<file path="src/hw/cache_pkg.sv">
package cache_pkg;

	// One data word, shared by APB and SDRAM
	typedef logic [31:0] word_t;

	// SDRAM word address, not a byte address
	typedef logic [24:0] sdram_addr_t;

	// Burst length in words
	typedef logic [7:0] burst_len_t;

	// Cache control
	typedef enum logic [1:0] {
		IDLE,      // Waiting for an APB request
		LOOKUP,    // Tag compare on the latched address
		FILL_WAIT, // Miss outstanding at the handler
		RESPOND    // One cycle of resp_valid
	} cache_state_t;

	// Miss handler control
	typedef enum logic [1:0] {
		MH_IDLE,    // Free for a new miss
		MH_ISSUE,   // Counter cleared, burst request raised
		MH_COLLECT, // Beats land in the line register
		MH_HOLD     // Line offered to the cache
	} mh_state_t;

	// Memory side command/data sequencing
	typedef enum logic [1:0] {
		BR_IDLE, // No burst
		BR_CMD,  // Command waiting for mem_cmd_ready
		BR_DATA  // Counting returned words
	} bridge_state_t;

endpackage

</file>
<file path="src/hw/cache_ifs.sv">
// Cache to miss handler, valid/stall on both directions
interface miss_if #(
	parameter int LINE_W  = 128,
	parameter int TAG_W   = 3,
	parameter int INDEX_W = 4
);
	logic [TAG_W+INDEX_W-1:0] mh_addr;    // Line number, tag above index
	logic                     mh_valid;   // Miss request
	logic                     mh_busy;    // Handler still working on a request
	logic [LINE_W-1:0]        line_data;  // Assembled line, word 0 in the low bits
	logic                     line_valid; // Line offered
	logic                     line_stall; // Cache not ready for a line

	modport cache (
		output mh_addr,
		output mh_valid,
		input  mh_busy,
		input  line_data,
		input  line_valid,
		output line_stall
	);

	modport handler (
		input  mh_addr,
		input  mh_valid,
		output mh_busy,
		output line_data,
		output line_valid,
		input  line_stall
	);
endinterface

// Miss handler to memory read bridge, request/valid/done
interface mem_rd_if;
	import cache_pkg::*;

	sdram_addr_t rd_addr;    // First word of the burst
	burst_len_t  rd_len;     // Words in the burst
	logic        rd_req;     // Held until burst_done
	logic        beat_valid; // One word this cycle
	word_t       beat_data;
	logic        burst_done; // Pulse after the last beat

	modport handler (
		output rd_addr,
		output rd_len,
		output rd_req,
		input  beat_valid,
		input  beat_data,
		input  burst_done
	);

	modport bridge (
		input  rd_addr,
		input  rd_len,
		input  rd_req,
		output beat_valid,
		output beat_data,
		output burst_done
	);
endinterface

</file>
<file path="src/hw/apb_read_port.sv">
module apb_read_port (
	input  logic             clk,
	input  logic             rst,
	// APB slave
	input  logic             psel,
	input  logic             penable,
	input  logic             pwrite,
	input  cache_pkg::word_t paddr,
	input  cache_pkg::word_t pwdata,
	output cache_pkg::word_t prdata,
	output logic             pready,
	output logic             pslverr,
	// Toward the cache
	output logic             req_valid,
	output logic             req_write,
	output cache_pkg::word_t req_addr,
	input  logic             resp_valid,
	input  cache_pkg::word_t resp_data,
	input  logic             resp_err
);
	import cache_pkg::*;

	logic  pending;  // Request issued, no response yet
	word_t prdata_q; // Last read data, keeps the bus quiet between transfers

	// Request goes out in the setup phase so a write can finish in the first access cycle
	assign req_valid = psel && !penable && !pending;
	assign req_write = pwrite;
	assign req_addr  = paddr;

	// Completion follows the cache response directly
	assign pready  = penable && pending && resp_valid;
	assign pslverr = pready && resp_err; // Only reads report errors
	assign prdata  = pready ? resp_data : prdata_q;

	always_ff @(posedge clk or posedge rst) begin
		if (rst) begin
			pending <= 1'b0;
		end else if (req_valid) begin
			pending <= 1'b1;
		end else if (pready) begin
			pending <= 1'b0; // Transfer done
		end
	end

	always_ff @(posedge clk) begin
		if (pready)
			prdata_q <= resp_data;
	end

	// Host keeps the address through wait states, the cache relies on it
	assert property (@(posedge clk) disable iff (rst)
		penable && !pready |=> $stable(paddr));

	// Write data is ignored by the cache but must still be driven by the host
	assert property (@(posedge clk) disable iff (rst)
		psel && penable && pwrite |-> !$isunknown(pwdata));

endmodule

</file>
<file path="src/hw/direct_mapped_cache.sv">
module direct_mapped_cache #(
	parameter int LINE_W  = 128,
	parameter int TAG_W   = 3,
	parameter int INDEX_W = 4
) (
	input  logic             clk,
	input  logic             rst,
	input  logic             req_valid,
	input  logic             req_write,
	input  cache_pkg::word_t req_addr,
	output logic             resp_valid,
	output cache_pkg::word_t resp_data,
	output logic             resp_err,
	miss_if.cache            mif
);
	import cache_pkg::*;

	localparam int NUM_WORDS = LINE_W / 32;
	localparam int OFF_W     = $clog2(NUM_WORDS);
	localparam int NUM_LINES = 1 << INDEX_W;
	localparam int LO        = OFF_W + 2;            // Lowest index bit
	localparam int ADDR_W    = TAG_W + INDEX_W + LO; // Byte address bits covered

	cache_state_t state, state_n;

	word_t              addr_q;  // Latched request address
	logic               write_q; // Latched request is an invalidate
	logic [OFF_W-1:0]   off;
	logic [INDEX_W-1:0] index;
	logic [TAG_W-1:0]   tag;
	logic               out_of_range;
	logic               hit;
	logic               fill_take;

	logic [NUM_LINES-1:0] valid_bits;
	logic [TAG_W-1:0]     tag_mem  [NUM_LINES];
	logic [LINE_W-1:0]    line_mem [NUM_LINES];

	// Field split of the byte address
	assign off          = addr_q[LO-1:2];
	assign index        = addr_q[LO+INDEX_W-1:LO];
	assign tag          = addr_q[ADDR_W-1:LO+INDEX_W];
	assign out_of_range = |addr_q[31:ADDR_W]; // Upper bits must be zero
	assign hit          = valid_bits[index] && (tag_mem[index] == tag);
	assign fill_take    = mif.line_valid && !mif.line_stall;

	// Miss request, held for the whole fill
	assign mif.mh_valid   = (state == FILL_WAIT);
	assign mif.mh_addr    = {tag, index};
	assign mif.line_stall = (state != FILL_WAIT);
	assign resp_valid     = (state == RESPOND);

	always_comb begin
		state_n = state;
		unique case (state)
			IDLE:      if (req_valid) state_n = req_write ? RESPOND : LOOKUP;
			LOOKUP:    state_n = (out_of_range || hit) ? RESPOND : FILL_WAIT;
			FILL_WAIT: if (fill_take) state_n = RESPOND;
			RESPOND:   state_n = IDLE;
			default:   state_n = IDLE;
		endcase
	end

	always_ff @(posedge clk or posedge rst) begin
		if (rst) begin
			state   <= IDLE;
			write_q <= 1'b0;
		end else begin
			state <= state_n;
			if (state == IDLE && req_valid)
				write_q <= req_write;
		end
	end

	always_ff @(posedge clk) begin
		if (state == IDLE && req_valid)
			addr_q <= req_addr;
	end

	// Valid bits set on refill, cleared when an invalidate completes
	always_ff @(posedge clk or posedge rst) begin
		if (rst) begin
			valid_bits <= '0;
		end else if (fill_take) begin
			valid_bits[index] <= 1'b1;
		end else if (state == RESPOND && write_q) begin
			valid_bits[index] <= 1'b0;
		end
	end

	always_ff @(posedge clk) begin
		if (fill_take) begin
			tag_mem[index]  <= tag;
			line_mem[index] <= mif.line_data;
		end
	end

	// Response word picked by the word offset
	always_ff @(posedge clk) begin
		if (state == LOOKUP)
			resp_data <= line_mem[index][off*32 +: 32];
		else if (fill_take)
			resp_data <= mif.line_data[off*32 +: 32]; // Straight from the refill
	end

	always_ff @(posedge clk or posedge rst) begin
		if (rst)
			resp_err <= 1'b0;
		else if (state != RESPOND && state_n == RESPOND)
			resp_err <= (state == LOOKUP) && out_of_range;
	end

	// A new miss never starts while the handler still holds an older one
	assert property (@(posedge clk) disable iff (rst)
		$rose(mif.mh_valid) |-> !mif.mh_busy);

	// Lines only come back while a fill is pending
	assert property (@(posedge clk) disable iff (rst)
		mif.line_valid |-> state == FILL_WAIT);

endmodule

</file>
<file path="src/hw/miss_handler.sv">
module miss_handler #(
	parameter int                     LINE_W    = 128,
	parameter int                     TAG_W     = 3,
	parameter int                     INDEX_W   = 4,
	parameter cache_pkg::sdram_addr_t BASE_ADDR = 25'h0100000
) (
	input  logic      clk,
	input  logic      rst,
	miss_if.handler   mif,
	mem_rd_if.handler mrif
);
	import cache_pkg::*;

	localparam int NUM_WORDS = LINE_W / 32;
	localparam int OFF_W     = $clog2(NUM_WORDS);

	mh_state_t state, state_n;

	logic [TAG_W+INDEX_W-1:0]  line_num;   // Tag and index together
	sdram_addr_t               translated; // First SDRAM word of the line
	logic [OFF_W-1:0]          word_cnt;   // Slot for the next beat
	word_t [NUM_WORDS-1:0]     line_q;     // Line being assembled
	logic                      take;       // Request accepted
	logic                      beat;       // Word arriving

	assign line_num   = mif.mh_addr;
	// Power-of-two line, so the multiply is a shift
	assign translated = BASE_ADDR + (sdram_addr_t'(line_num) << OFF_W);

	assign take = (state == MH_IDLE) && mif.mh_valid;
	assign beat = (state == MH_COLLECT) && mrif.beat_valid;

	assign mrif.rd_len = burst_len_t'(NUM_WORDS); // Always one full line
	assign mrif.rd_req = (state == MH_ISSUE) || (state == MH_COLLECT);

	assign mif.line_data  = line_q;
	assign mif.line_valid = (state == MH_HOLD);
	assign mif.mh_busy    = mif.mh_valid && (state != MH_IDLE);

	always_comb begin
		state_n = state;
		unique case (state)
			MH_IDLE:    if (mif.mh_valid) state_n = MH_ISSUE;
			MH_ISSUE:   state_n = MH_COLLECT;
			MH_COLLECT: if (mrif.burst_done) state_n = MH_HOLD; // Line complete
			MH_HOLD:    if (!mif.line_stall) state_n = MH_IDLE;
			default:    state_n = MH_IDLE;
		endcase
	end

	always_ff @(posedge clk or posedge rst) begin
		if (rst)
			state <= MH_IDLE;
		else
			state <= state_n;
	end

	// Address register, loaded on a request and stepped per beat
	always_ff @(posedge clk) begin
		if (take)
			mrif.rd_addr <= translated;
		else if (beat)
			mrif.rd_addr <= mrif.rd_addr + 1'b1;
	end

	// Word counter
	always_ff @(posedge clk or posedge rst) begin
		if (rst) begin
			word_cnt <= '0;
		end else if (state == MH_ISSUE) begin
			word_cnt <= '0;
		end else if (beat) begin
			word_cnt <= word_cnt + 1'b1; // Wraps after the last word
		end
	end

	// Beats steered into the line, address order
	always_ff @(posedge clk) begin
		if (beat)
			line_q[word_cnt] <= mrif.beat_data;
	end

	// Bridge only forwards words of a burst this block asked for
	assert property (@(posedge clk) disable iff (rst)
		mrif.beat_valid |-> state == MH_COLLECT);

endmodule

</file>
<file path="src/hw/mem_read_bridge.sv">
module mem_read_bridge #(
	parameter int LINE_W = 128
) (
	input  logic                   clk,
	input  logic                   rst,
	mem_rd_if.bridge               mrif,
	output logic                   mem_cmd_valid,
	input  logic                   mem_cmd_ready,
	output cache_pkg::sdram_addr_t mem_cmd_addr,
	output cache_pkg::burst_len_t  mem_cmd_len,
	input  logic                   mem_rdata_valid,
	input  cache_pkg::word_t       mem_rdata
);
	import cache_pkg::*;

	localparam int NUM_WORDS = LINE_W / 32;
	localparam int CNT_W     = $clog2(NUM_WORDS + 1); // Holds a full line count

	bridge_state_t state, state_n;

	logic [CNT_W-1:0] beat_cnt;  // Words seen in this burst
	logic             last_beat;

	assign mem_cmd_valid   = (state == BR_CMD);
	assign mrif.beat_valid = (state == BR_DATA) && mem_rdata_valid;
	assign mrif.beat_data  = mem_rdata;
	assign last_beat       = mrif.beat_valid
		&& (burst_len_t'(beat_cnt + 1'b1) == mem_cmd_len);

	always_comb begin
		state_n = state;
		unique case (state)
			// burst_done still high means rd_req is about to drop
			BR_IDLE: if (mrif.rd_req && !mrif.burst_done) state_n = BR_CMD;
			BR_CMD:  if (mem_cmd_ready) state_n = BR_DATA;
			BR_DATA: if (last_beat) state_n = BR_IDLE;
			default: state_n = BR_IDLE;
		endcase
	end

	always_ff @(posedge clk or posedge rst) begin
		if (rst) begin
			state           <= BR_IDLE;
			beat_cnt        <= '0;
			mrif.burst_done <= 1'b0;
		end else begin
			state           <= state_n;
			mrif.burst_done <= last_beat; // One cycle after the last word
			if (state == BR_CMD)
				beat_cnt <= '0;
			else if (mrif.beat_valid)
				beat_cnt <= beat_cnt + 1'b1;
		end
	end

	// Command fields captured once, stable while waiting for ready
	always_ff @(posedge clk) begin
		if (state == BR_IDLE && state_n == BR_CMD) begin
			mem_cmd_addr <= mrif.rd_addr;
			mem_cmd_len  <= mrif.rd_len;
		end
	end

	// Memory never returns data without a command
	assert property (@(posedge clk) disable iff (rst)
		!(mem_rdata_valid && state == BR_IDLE));

endmodule

</file>
<file path="src/hw/cache_fill_top.sv">
module cache_fill_top #(
	parameter int                     LINE_W    = 128,
	parameter int                     TAG_W     = 3,
	parameter int                     INDEX_W   = 4,
	parameter cache_pkg::sdram_addr_t BASE_ADDR = 25'h0100000
) (
	input  logic                   clk,
	input  logic                   rst,
	// Host APB
	input  logic                   psel,
	input  logic                   penable,
	input  logic                   pwrite,
	input  cache_pkg::word_t       paddr,
	input  cache_pkg::word_t       pwdata,
	output cache_pkg::word_t       prdata,
	output logic                   pready,
	output logic                   pslverr,
	// SDRAM burst read
	output logic                   mem_cmd_valid,
	input  logic                   mem_cmd_ready,
	output cache_pkg::sdram_addr_t mem_cmd_addr,
	output cache_pkg::burst_len_t  mem_cmd_len,
	input  logic                   mem_rdata_valid,
	input  cache_pkg::word_t       mem_rdata
);
	import cache_pkg::*;

	logic  req_valid, req_write;
	word_t req_addr;
	logic  resp_valid, resp_err;
	word_t resp_data;

	miss_if #(.LINE_W(LINE_W), .TAG_W(TAG_W), .INDEX_W(INDEX_W)) mh_bus ();
	mem_rd_if rd_bus ();

	apb_read_port apb_read_port_inst (
		.clk, .rst,
		.psel, .penable, .pwrite, .paddr, .pwdata, .prdata, .pready, .pslverr,
		.req_valid, .req_write, .req_addr,
		.resp_valid, .resp_data, .resp_err
	);

	direct_mapped_cache #(.LINE_W(LINE_W), .TAG_W(TAG_W), .INDEX_W(INDEX_W))
	direct_mapped_cache_inst (
		.clk, .rst,
		.req_valid, .req_write, .req_addr,
		.resp_valid, .resp_data, .resp_err,
		.mif(mh_bus.cache)
	);

	miss_handler #(.LINE_W(LINE_W), .TAG_W(TAG_W), .INDEX_W(INDEX_W), .BASE_ADDR(BASE_ADDR))
	miss_handler_inst (
		.clk, .rst,
		.mif(mh_bus.handler),
		.mrif(rd_bus.handler)
	);

	mem_read_bridge #(.LINE_W(LINE_W)) mem_read_bridge_inst (
		.clk, .rst,
		.mrif(rd_bus.bridge),
		.mem_cmd_valid, .mem_cmd_ready, .mem_cmd_addr, .mem_cmd_len,
		.mem_rdata_valid, .mem_rdata
	);

endmodule

</file>
<file path="config.mk">
export PLATFORM = sky130hd
export DESIGN_NAME = cache_fill_top
export DESIGN_NICKNAME = d
export VERILOG_FILES = /design/src/hw/cache_pkg.sv /design/src/hw/cache_ifs.sv /design/src/hw/apb_read_port.sv /design/src/hw/direct_mapped_cache.sv /design/src/hw/miss_handler.sv /design/src/hw/mem_read_bridge.sv /design/src/hw/cache_fill_top.sv
export SDC_FILE = /design/constraint.sdc
export NUM_CORES = 2
export LEC_CHECK = 0
export ABC_CLOCK_PERIOD_IN_PS = 9900
export BUFFER_PORTS_ARGS = -buffer_cell sky130_fd_sc_hd__buf_2
export CAP_MARGIN = 20
export CORE_ASPECT_RATIO = 1.5
export CORE_UTILIZATION = 45
export DETAILED_ROUTE_END_ITERATION = 16
export HOLD_SLACK_MARGIN = 0.06
export PLACE_DENSITY = 0.56
export RECOVER_POWER = 25
export SLEW_MARGIN = 20
export SYNTH_ARGS = -nofsm -noshare
export SYNTH_HDL_FRONTEND = slang
export SYNTH_SLANG_ARGS = --single-unit
</file>
<file path="constraint.sdc">
create_clock -name clk -period 9.9 [get_ports clk]
set_input_delay 0.495 -clock clk [delete_from_list [all_inputs] [get_ports clk]]
set_output_delay 0.495 -clock clk [all_outputs]
set_load 0.005 [all_outputs]
</file>
Word-level counts from Yosys, hierarchy flattened
Memory sizes are Yosys's and may differ from the RTL's. A register that Yosys moved wholly into a read port is not among the register bits.
Index checks and enable logic that the tools add are counted.
Widths: inputs -> output; s select.
{"block": "word_totals", "wordCells": 125, "ff_bits": 305, "output_inout_bits": 68, "mem_count": 2, "ramBits": 2096}
{"name": "direct_mapped_cache_inst.line_mem", "words": 16, "width": 128, "rd": 1, "rd_clocked_by_memory_dff": 1, "wr": 1, "line": "direct_mapped_cache.sv:37", "source": "logic [LINE_W-1:0] line_mem [NUM_LINES];"}
{"name": "direct_mapped_cache_inst.tag_mem", "words": 16, "width": 3, "rd": 1, "rd_clocked_by_memory_dff": 1, "wr": 1, "line": "direct_mapped_cache.sv:36", "source": "logic [TAG_W-1:0] tag_mem [NUM_LINES];"}
{"block": "classes", "n_lt_le_gt_ge": 4, "n_shift": 2, "n_addsub": 5, "n_reduce_logical": 36, "muxes": 37, "n_bitwise": 3, "eq_ne": 17}
{"operator": "$shiftx 128x8->32", "n": 2}
{"operator": "$bwmux 128", "n": 1}
{"operator": "$mux 32", "n": 4}
{"operator": "$demux 32 s2", "n": 1}
{"operator": "$mux 25", "n": 2}
{"operator": "$mux 16", "n": 2}
{"operator": "$add 25x1->25 const B", "n": 1}
{"operator": "$add 21x9->22 const A", "n": 1}
{"operator": "$mux 2", "n": 11}
{"operator": "$reduce_or 21->1", "n": 1}
{"operator": "$logic_and 1x1->1", "n": 19}
{"operator": "$and 16x16->16", "n": 1}
{"operator": "$not 16->16", "n": 1}
{"operator": "$or 16x16->16", "n": 1}
{"operator": "$pmux 2 s4", "n": 2}
{"operator": "$eq 2x2->1 const B", "n": 6}
{"operator": "$reduce_bool 2->1", "n": 6}
{"operator": "$eq 2x1->1 const B", "n": 4}
{"operator": "$eq 8x3->1 const B", "n": 1}
{"operator": "$mux 4", "n": 2}
{"operator": "$mux 1", "n": 7}
{"operator": "$logic_not 2->1", "n": 3}
{"operator": "$mux 3", "n": 2}
{"operator": "$ne 2x2->1 const B", "n": 3}
{"operator": "15 further kinds", "n": 20}

Depth between registers and ports, before layout
{"block": "logic_depth", "word_depth": 8, "mapped_depth": 12, "ltp_nobuf": 9}

Cells and area by module
A second synthesis with hierarchy kept.
{"block": "hier_totals", "cells_unflattened": 4265, "hier_area_um2": 93074.3}
{"module": "direct_mapped_cache", "area_each_um2": 84357.2, "cells_per_inst": 3737, "instances": 1}
{"module": "miss_handler", "area_each_um2": 5634.2, "cells_per_inst": 312, "instances": 1}
{"module": "mem_read_bridge", "area_each_um2": 1611.5, "cells_per_inst": 107, "instances": 1}
{"module": "apb_read_port", "area_each_um2": 1471.4, "cells_per_inst": 109, "instances": 1}

Least setup slack after synthesis
No wires, ideal clock.
{"block": "synth_path", "path_type": "flip-flop to flip-flop", "startpoint": "register direct_mapped_cache_inst.state[0]", "endpoint": "memory direct_mapped_cache_inst.line_mem[10][0] (enable)", "arrival_ns": 6.678, "n_path_buf": 1, "path_stages_with_launch": 8, "path_slack_ns": 2.598, "setup_ns": 0.623, "path_cell_list": "dfrtp_1 > inv_1 > ha_1 > clkbuf_1 > nand2_1 > nor2_1 > nand2_1 > nor2_1"}
{"block": "synth_between", "elab_chain_len": 5}
{"item": "start: declaration", "line": "direct_mapped_cache.sv:24", "source": "cache_state_t state, state_n;"}
{"item": "start signal: assignment", "line": "direct_mapped_cache.sv:69", "source": "state <= state_n;"}
{"item": "$ne 2x2->1", "line": "direct_mapped_cache.sv:50", "source": "assign mif.line_stall = (state != FILL_WAIT);"}
{"item": "$logic_not 1->1"}
{"item": "$logic_and 1x1->1", "line": "direct_mapped_cache.sv:45", "source": "assign fill_take = mif.line_valid && !mif.line_stall;"}
{"item": "$mux 1", "line": "direct_mapped_cache.sv:92", "source": "if (fill_take) begin"}
{"item": "$mux 1 (implied by the code)", "line": "direct_mapped_cache.sv:94", "source": "line_mem[index] <= mif.line_data;"}
{"item": "end: declaration", "line": "direct_mapped_cache.sv:37"}
Every way passes these cells.

Worst setup path after layout
{"block": "layout_path", "startpoint": "register direct_mapped_cache_inst.state[0]", "endpoint": "memory direct_mapped_cache_inst.line_mem[14][11] (enable)"}
Same word-level chain as after synthesis.

==> results.yml <==
yosys:
  seq_area_frac_synth_pct: 78.0
  synth.top_cell.area_share_pct: 76.3
  syn_avg_cell_area_um2: 22.5
  synth.area.top_cells: "edfxtp_1, mux4_2, mux2i_1"
  post-synth-top-area-cell: "edfxtp_1"
  synth-seq-cells: 2403
  synth_edf_count: 2336
  synthFlopType: "edfxtp_1"
  ys_warn_count: 0
  yosys.cell_count.top_type: "edfxtp_1"
  netlist_area_um2: 91900
  yosysUniqueCellTypes: 60
  ys_async_sr_fraction_pct: 1.29
  synthTopCellsByCount: "edfxtp_1, mux4_2, mux2i_1, o21ai_0, a21oi_1"
  syn_inst: 4079
clock_network:
  numCtsBuffers: 229
  cts.path.max_buffers: 4
  cts_root_buf: "clkbuf_16"
  cts-htree-levels: 4
  clk_pin_slew_ps: 60
  clock_latency_ps: 870
  post-cts-setup-buffer-count: 0
  cts_tree: "done"
  clock_sinks: 2403
setup_path:
  crit_family: "buffers and inverters"
  required_ps: 10350
  path_cells: "inv_1, ha_1, nand4_1, nor2_4, buf_12, buf_4"
  regToRegSetupSlack_ps: 5600
  timing_worst_setup_path_type: "reg2reg"
  slowest_stage: "nor2_4"
  reg2reg_depth: 6
  slowest_delay_ps: 910
  critPathLaunchType: "flop"
  r2r-end: "direct_mapped_cache_inst.line_mem[14][11]$_DFFE_PP_"
  critPathMaxFanout: 73
  cp.arrival_ps: 4760
  crit_path_end_kind: "flop"
  r2r_start: "direct_mapped_cache_inst.state[0]$_DFF_PP0_"
  cp_num_buf_inv: 3
cells_and_area:
  final_cells: 7206
  syn_to_final_growth_pct: 12.8
  fillers: 15800
  nets: 4495
  drive_gt1_share_pct: 26.0
job:
  cap_viol_max_count: 1
min_path:
  hold_path.startpoint: "paddr[8]"
  hp-class: "in2reg"
  holdPathStages: 2
  whs_endpoint: "direct_mapped_cache_inst.addr_q[8]$_DFFE_PP_"
pwr:
  irDropWorstVdd_uv: 144
  leakage_nw: 32.5
  power.density_nw_per_um2: 215
sta:
  drv_slew: 32
  fin_crit_sh_pct: 43.5
  setup_tns_ps: 0
  fmax_mhz: 232
  finalClockSkew_ps: 43.0
  hold_viol: 0
  hold_ws_ps: 356
  finalWorstSetupSlack_ps: 5600
  worstMarginPinSlew_ps: 1770
  slew_headroom_pct: -17.9
  fin_crit_ps: 4300
  setup_violations: 0
  grt_setup_unrepaired: "false"
global_route:
  antenna_found_initial: 15
  grt_max_degree: 128
  grt_pass1_vias: 44400
  grt_pass1_wl_um: 321000
  grtUsageTotal_pct: 22.0
  grt-ovfl-total: 0
placement:
  dp_slack_ps: 5490
  port_buffers: 128
  hpwl_um: 106000
  dp.cells: 6727
  gp_congestion: 0.712
floorplan:
  die_h_um: 555
  ios: 171
  chipWidth_um: 371
  rows: 202
  core_area_um2: 202000
  die_area_um2: 206000
  initial_utilization_pct: 45.4
run_status:
  violations: "max-capacitance violations, max-slew violations"
  status: "finished, violations left"
drt:
  drtIter0Drc: 3754
  routed_wl_um: 225000
  drc: 0
  ant_nets: 0
  wl_per_cell_um: 31.2
  num_vias: 43100
  drt_first_pass_iters: 5
  avgViaCountPerCell: 5.98
## metal layers
metal | GRT usage, % | vias up | wire length (um) | share of wire (%)
li1 | - | 17800 | - | -
met5 | 0 | - | 93 | 0.041
met4 | 5.33 | 14 | 4930 | 2.2
met1 | 30.0 | 23700 | 92400 | 41
met3 | 3.16 | 318 | 13200 | 5.9
met2 | 37.2 | 1302 | 114000 | 51
## logic make-up after synthesis
kind of cell / synth area share [%]
buffers and inverters: 1.38
other: 0.00817
XOR/XNOR: 0.219
multiplexers: 16.6
adder cells (fa/ha/maj): 0.231
AND/OR/NAND/NOR: 1.36
flip-flops: 78.0
AO/OA/AOI/OAI: 2.20
## worst max-delay path by stage
| stage | endpoint | startpoint | slack [ps] | cells past startpoint |
|---|---|---|---|---|
| after floorplan | direct_mapped_cache_inst.line_mem[10][0]$_DFFE_PP_ | direct_mapped_cache_inst.state[0]$_DFF_PP0_ | 2600 | 7 |
| after global placement | direct_mapped_cache_inst.line_mem[14][39]$_DFFE_PP_ | direct_mapped_cache_inst.state[0]$_DFF_PP0_ | 5480 | 6 |
| after detailed placement | direct_mapped_cache_inst.line_mem[14][88]$_DFFE_PP_ | direct_mapped_cache_inst.state[0]$_DFF_PP0_ | 5490 | 6 |
| after CTS | direct_mapped_cache_inst.line_mem[14][11]$_DFFE_PP_ | direct_mapped_cache_inst.state[0]$_DFF_PP0_ | 5410 | 6 |
| after global routing | direct_mapped_cache_inst.line_mem[14][11]$_DFFE_PP_ | direct_mapped_cache_inst.state[0]$_DFF_PP0_ | 5320 | 6 |
| final | direct_mapped_cache_inst.line_mem[14][11]$_DFFE_PP_ | direct_mapped_cache_inst.state[0]$_DFF_PP0_ | 5600 | 6 |
## state kept, by name, summed over array words and instances (netlist names), named ones only
| register | count |
|---|---|
| direct_mapped_cache_inst.line_mem | 2048 |
| miss_handler_inst.mif.line_data | 128 |
| direct_mapped_cache_inst.tag_mem | 48 |
| apb_read_port_inst.prdata_q | 32 |
| direct_mapped_cache_inst.resp_data | 32 |
| direct_mapped_cache_inst.addr_q | 30 |
| mem_read_bridge_inst.mem_cmd_addr | 25 |
| miss_handler_inst.mrif.rd_addr | 25 |
| mem_read_bridge_inst.beat_cnt | 3 |
| direct_mapped_cache_inst.state | 2 |
| mem_read_bridge_inst.state | 2 |
| miss_handler_inst.state | 2 |
| miss_handler_inst.word_cnt | 2 |
| apb_read_port_inst.pending | 1 |
| direct_mapped_cache_inst.resp_err | 1 |
| direct_mapped_cache_inst.write_q | 1 |
| mem_read_bridge_inst.mrif.burst_done | 1 |
## layout make-up
class	instances	area, um2	area share (%)
antenna	5	12.5	0.0121
clock buffer	275	5990	5.77
clock inverter	130	1240	1.19
inverter	16	62.6	0.0604
multi-input combinational	1446	19200	18.5
sequential	2403	71700	69.1
tap	2652	3320	3.20
timing repair buffer	279	2210	2.13
## layout by cell type, fill, tap and decap left out, types with 32 or more instances in the layout
| cell type | instances |
|---|---|
| mux2_2 | 75 |
| clkbuf_1 | 77 |
| dfxtp_1 | 32 |
| nor2_1 | 66 |
| clkbuf_16 | 231 |
| buf_2 | 91 |
| dlygate4sd3_1 | 69 |
| clkinv_1 | 51 |
| mux2i_1 | 142 |
| buf_4 | 56 |
| a21oi_1 | 89 |
| edfxtp_1 | 2336 |
| nand2_1 | 72 |
| o21ai_0 | 122 |
| clkinv_2 | 43 |
| mux4_2 | 578 |
## per-stage QoR
stage	total power [mW]	util, %	instance area (um2)
floorplan	13.0	-	91900
global placement	13.9	47.3	95800
detailed placement	13.9	47.3	95800
CTS	22.5	51.2	104000
global route	23.0	51.2	104000
finish	22.3	51.2	104000
## timing repair
action	in CTS	in global routing
resized for setup	0	0
hold buffers	69	0
endpoints found under the setup margin	0	0
endpoints found under the hold margin	202	0
## where the power goes
group / total (mW) / switching [mW] / internal [mW]
clock: 8.63 / 3.73 / 4.90
combinational: 1.93 / 1.17 / 0.766
sequential: 11.7 / 0.226 / 11.5
total: 22.3 / 5.12 / 17.2
Note: power is estimated with default switching activity, not from simulation.
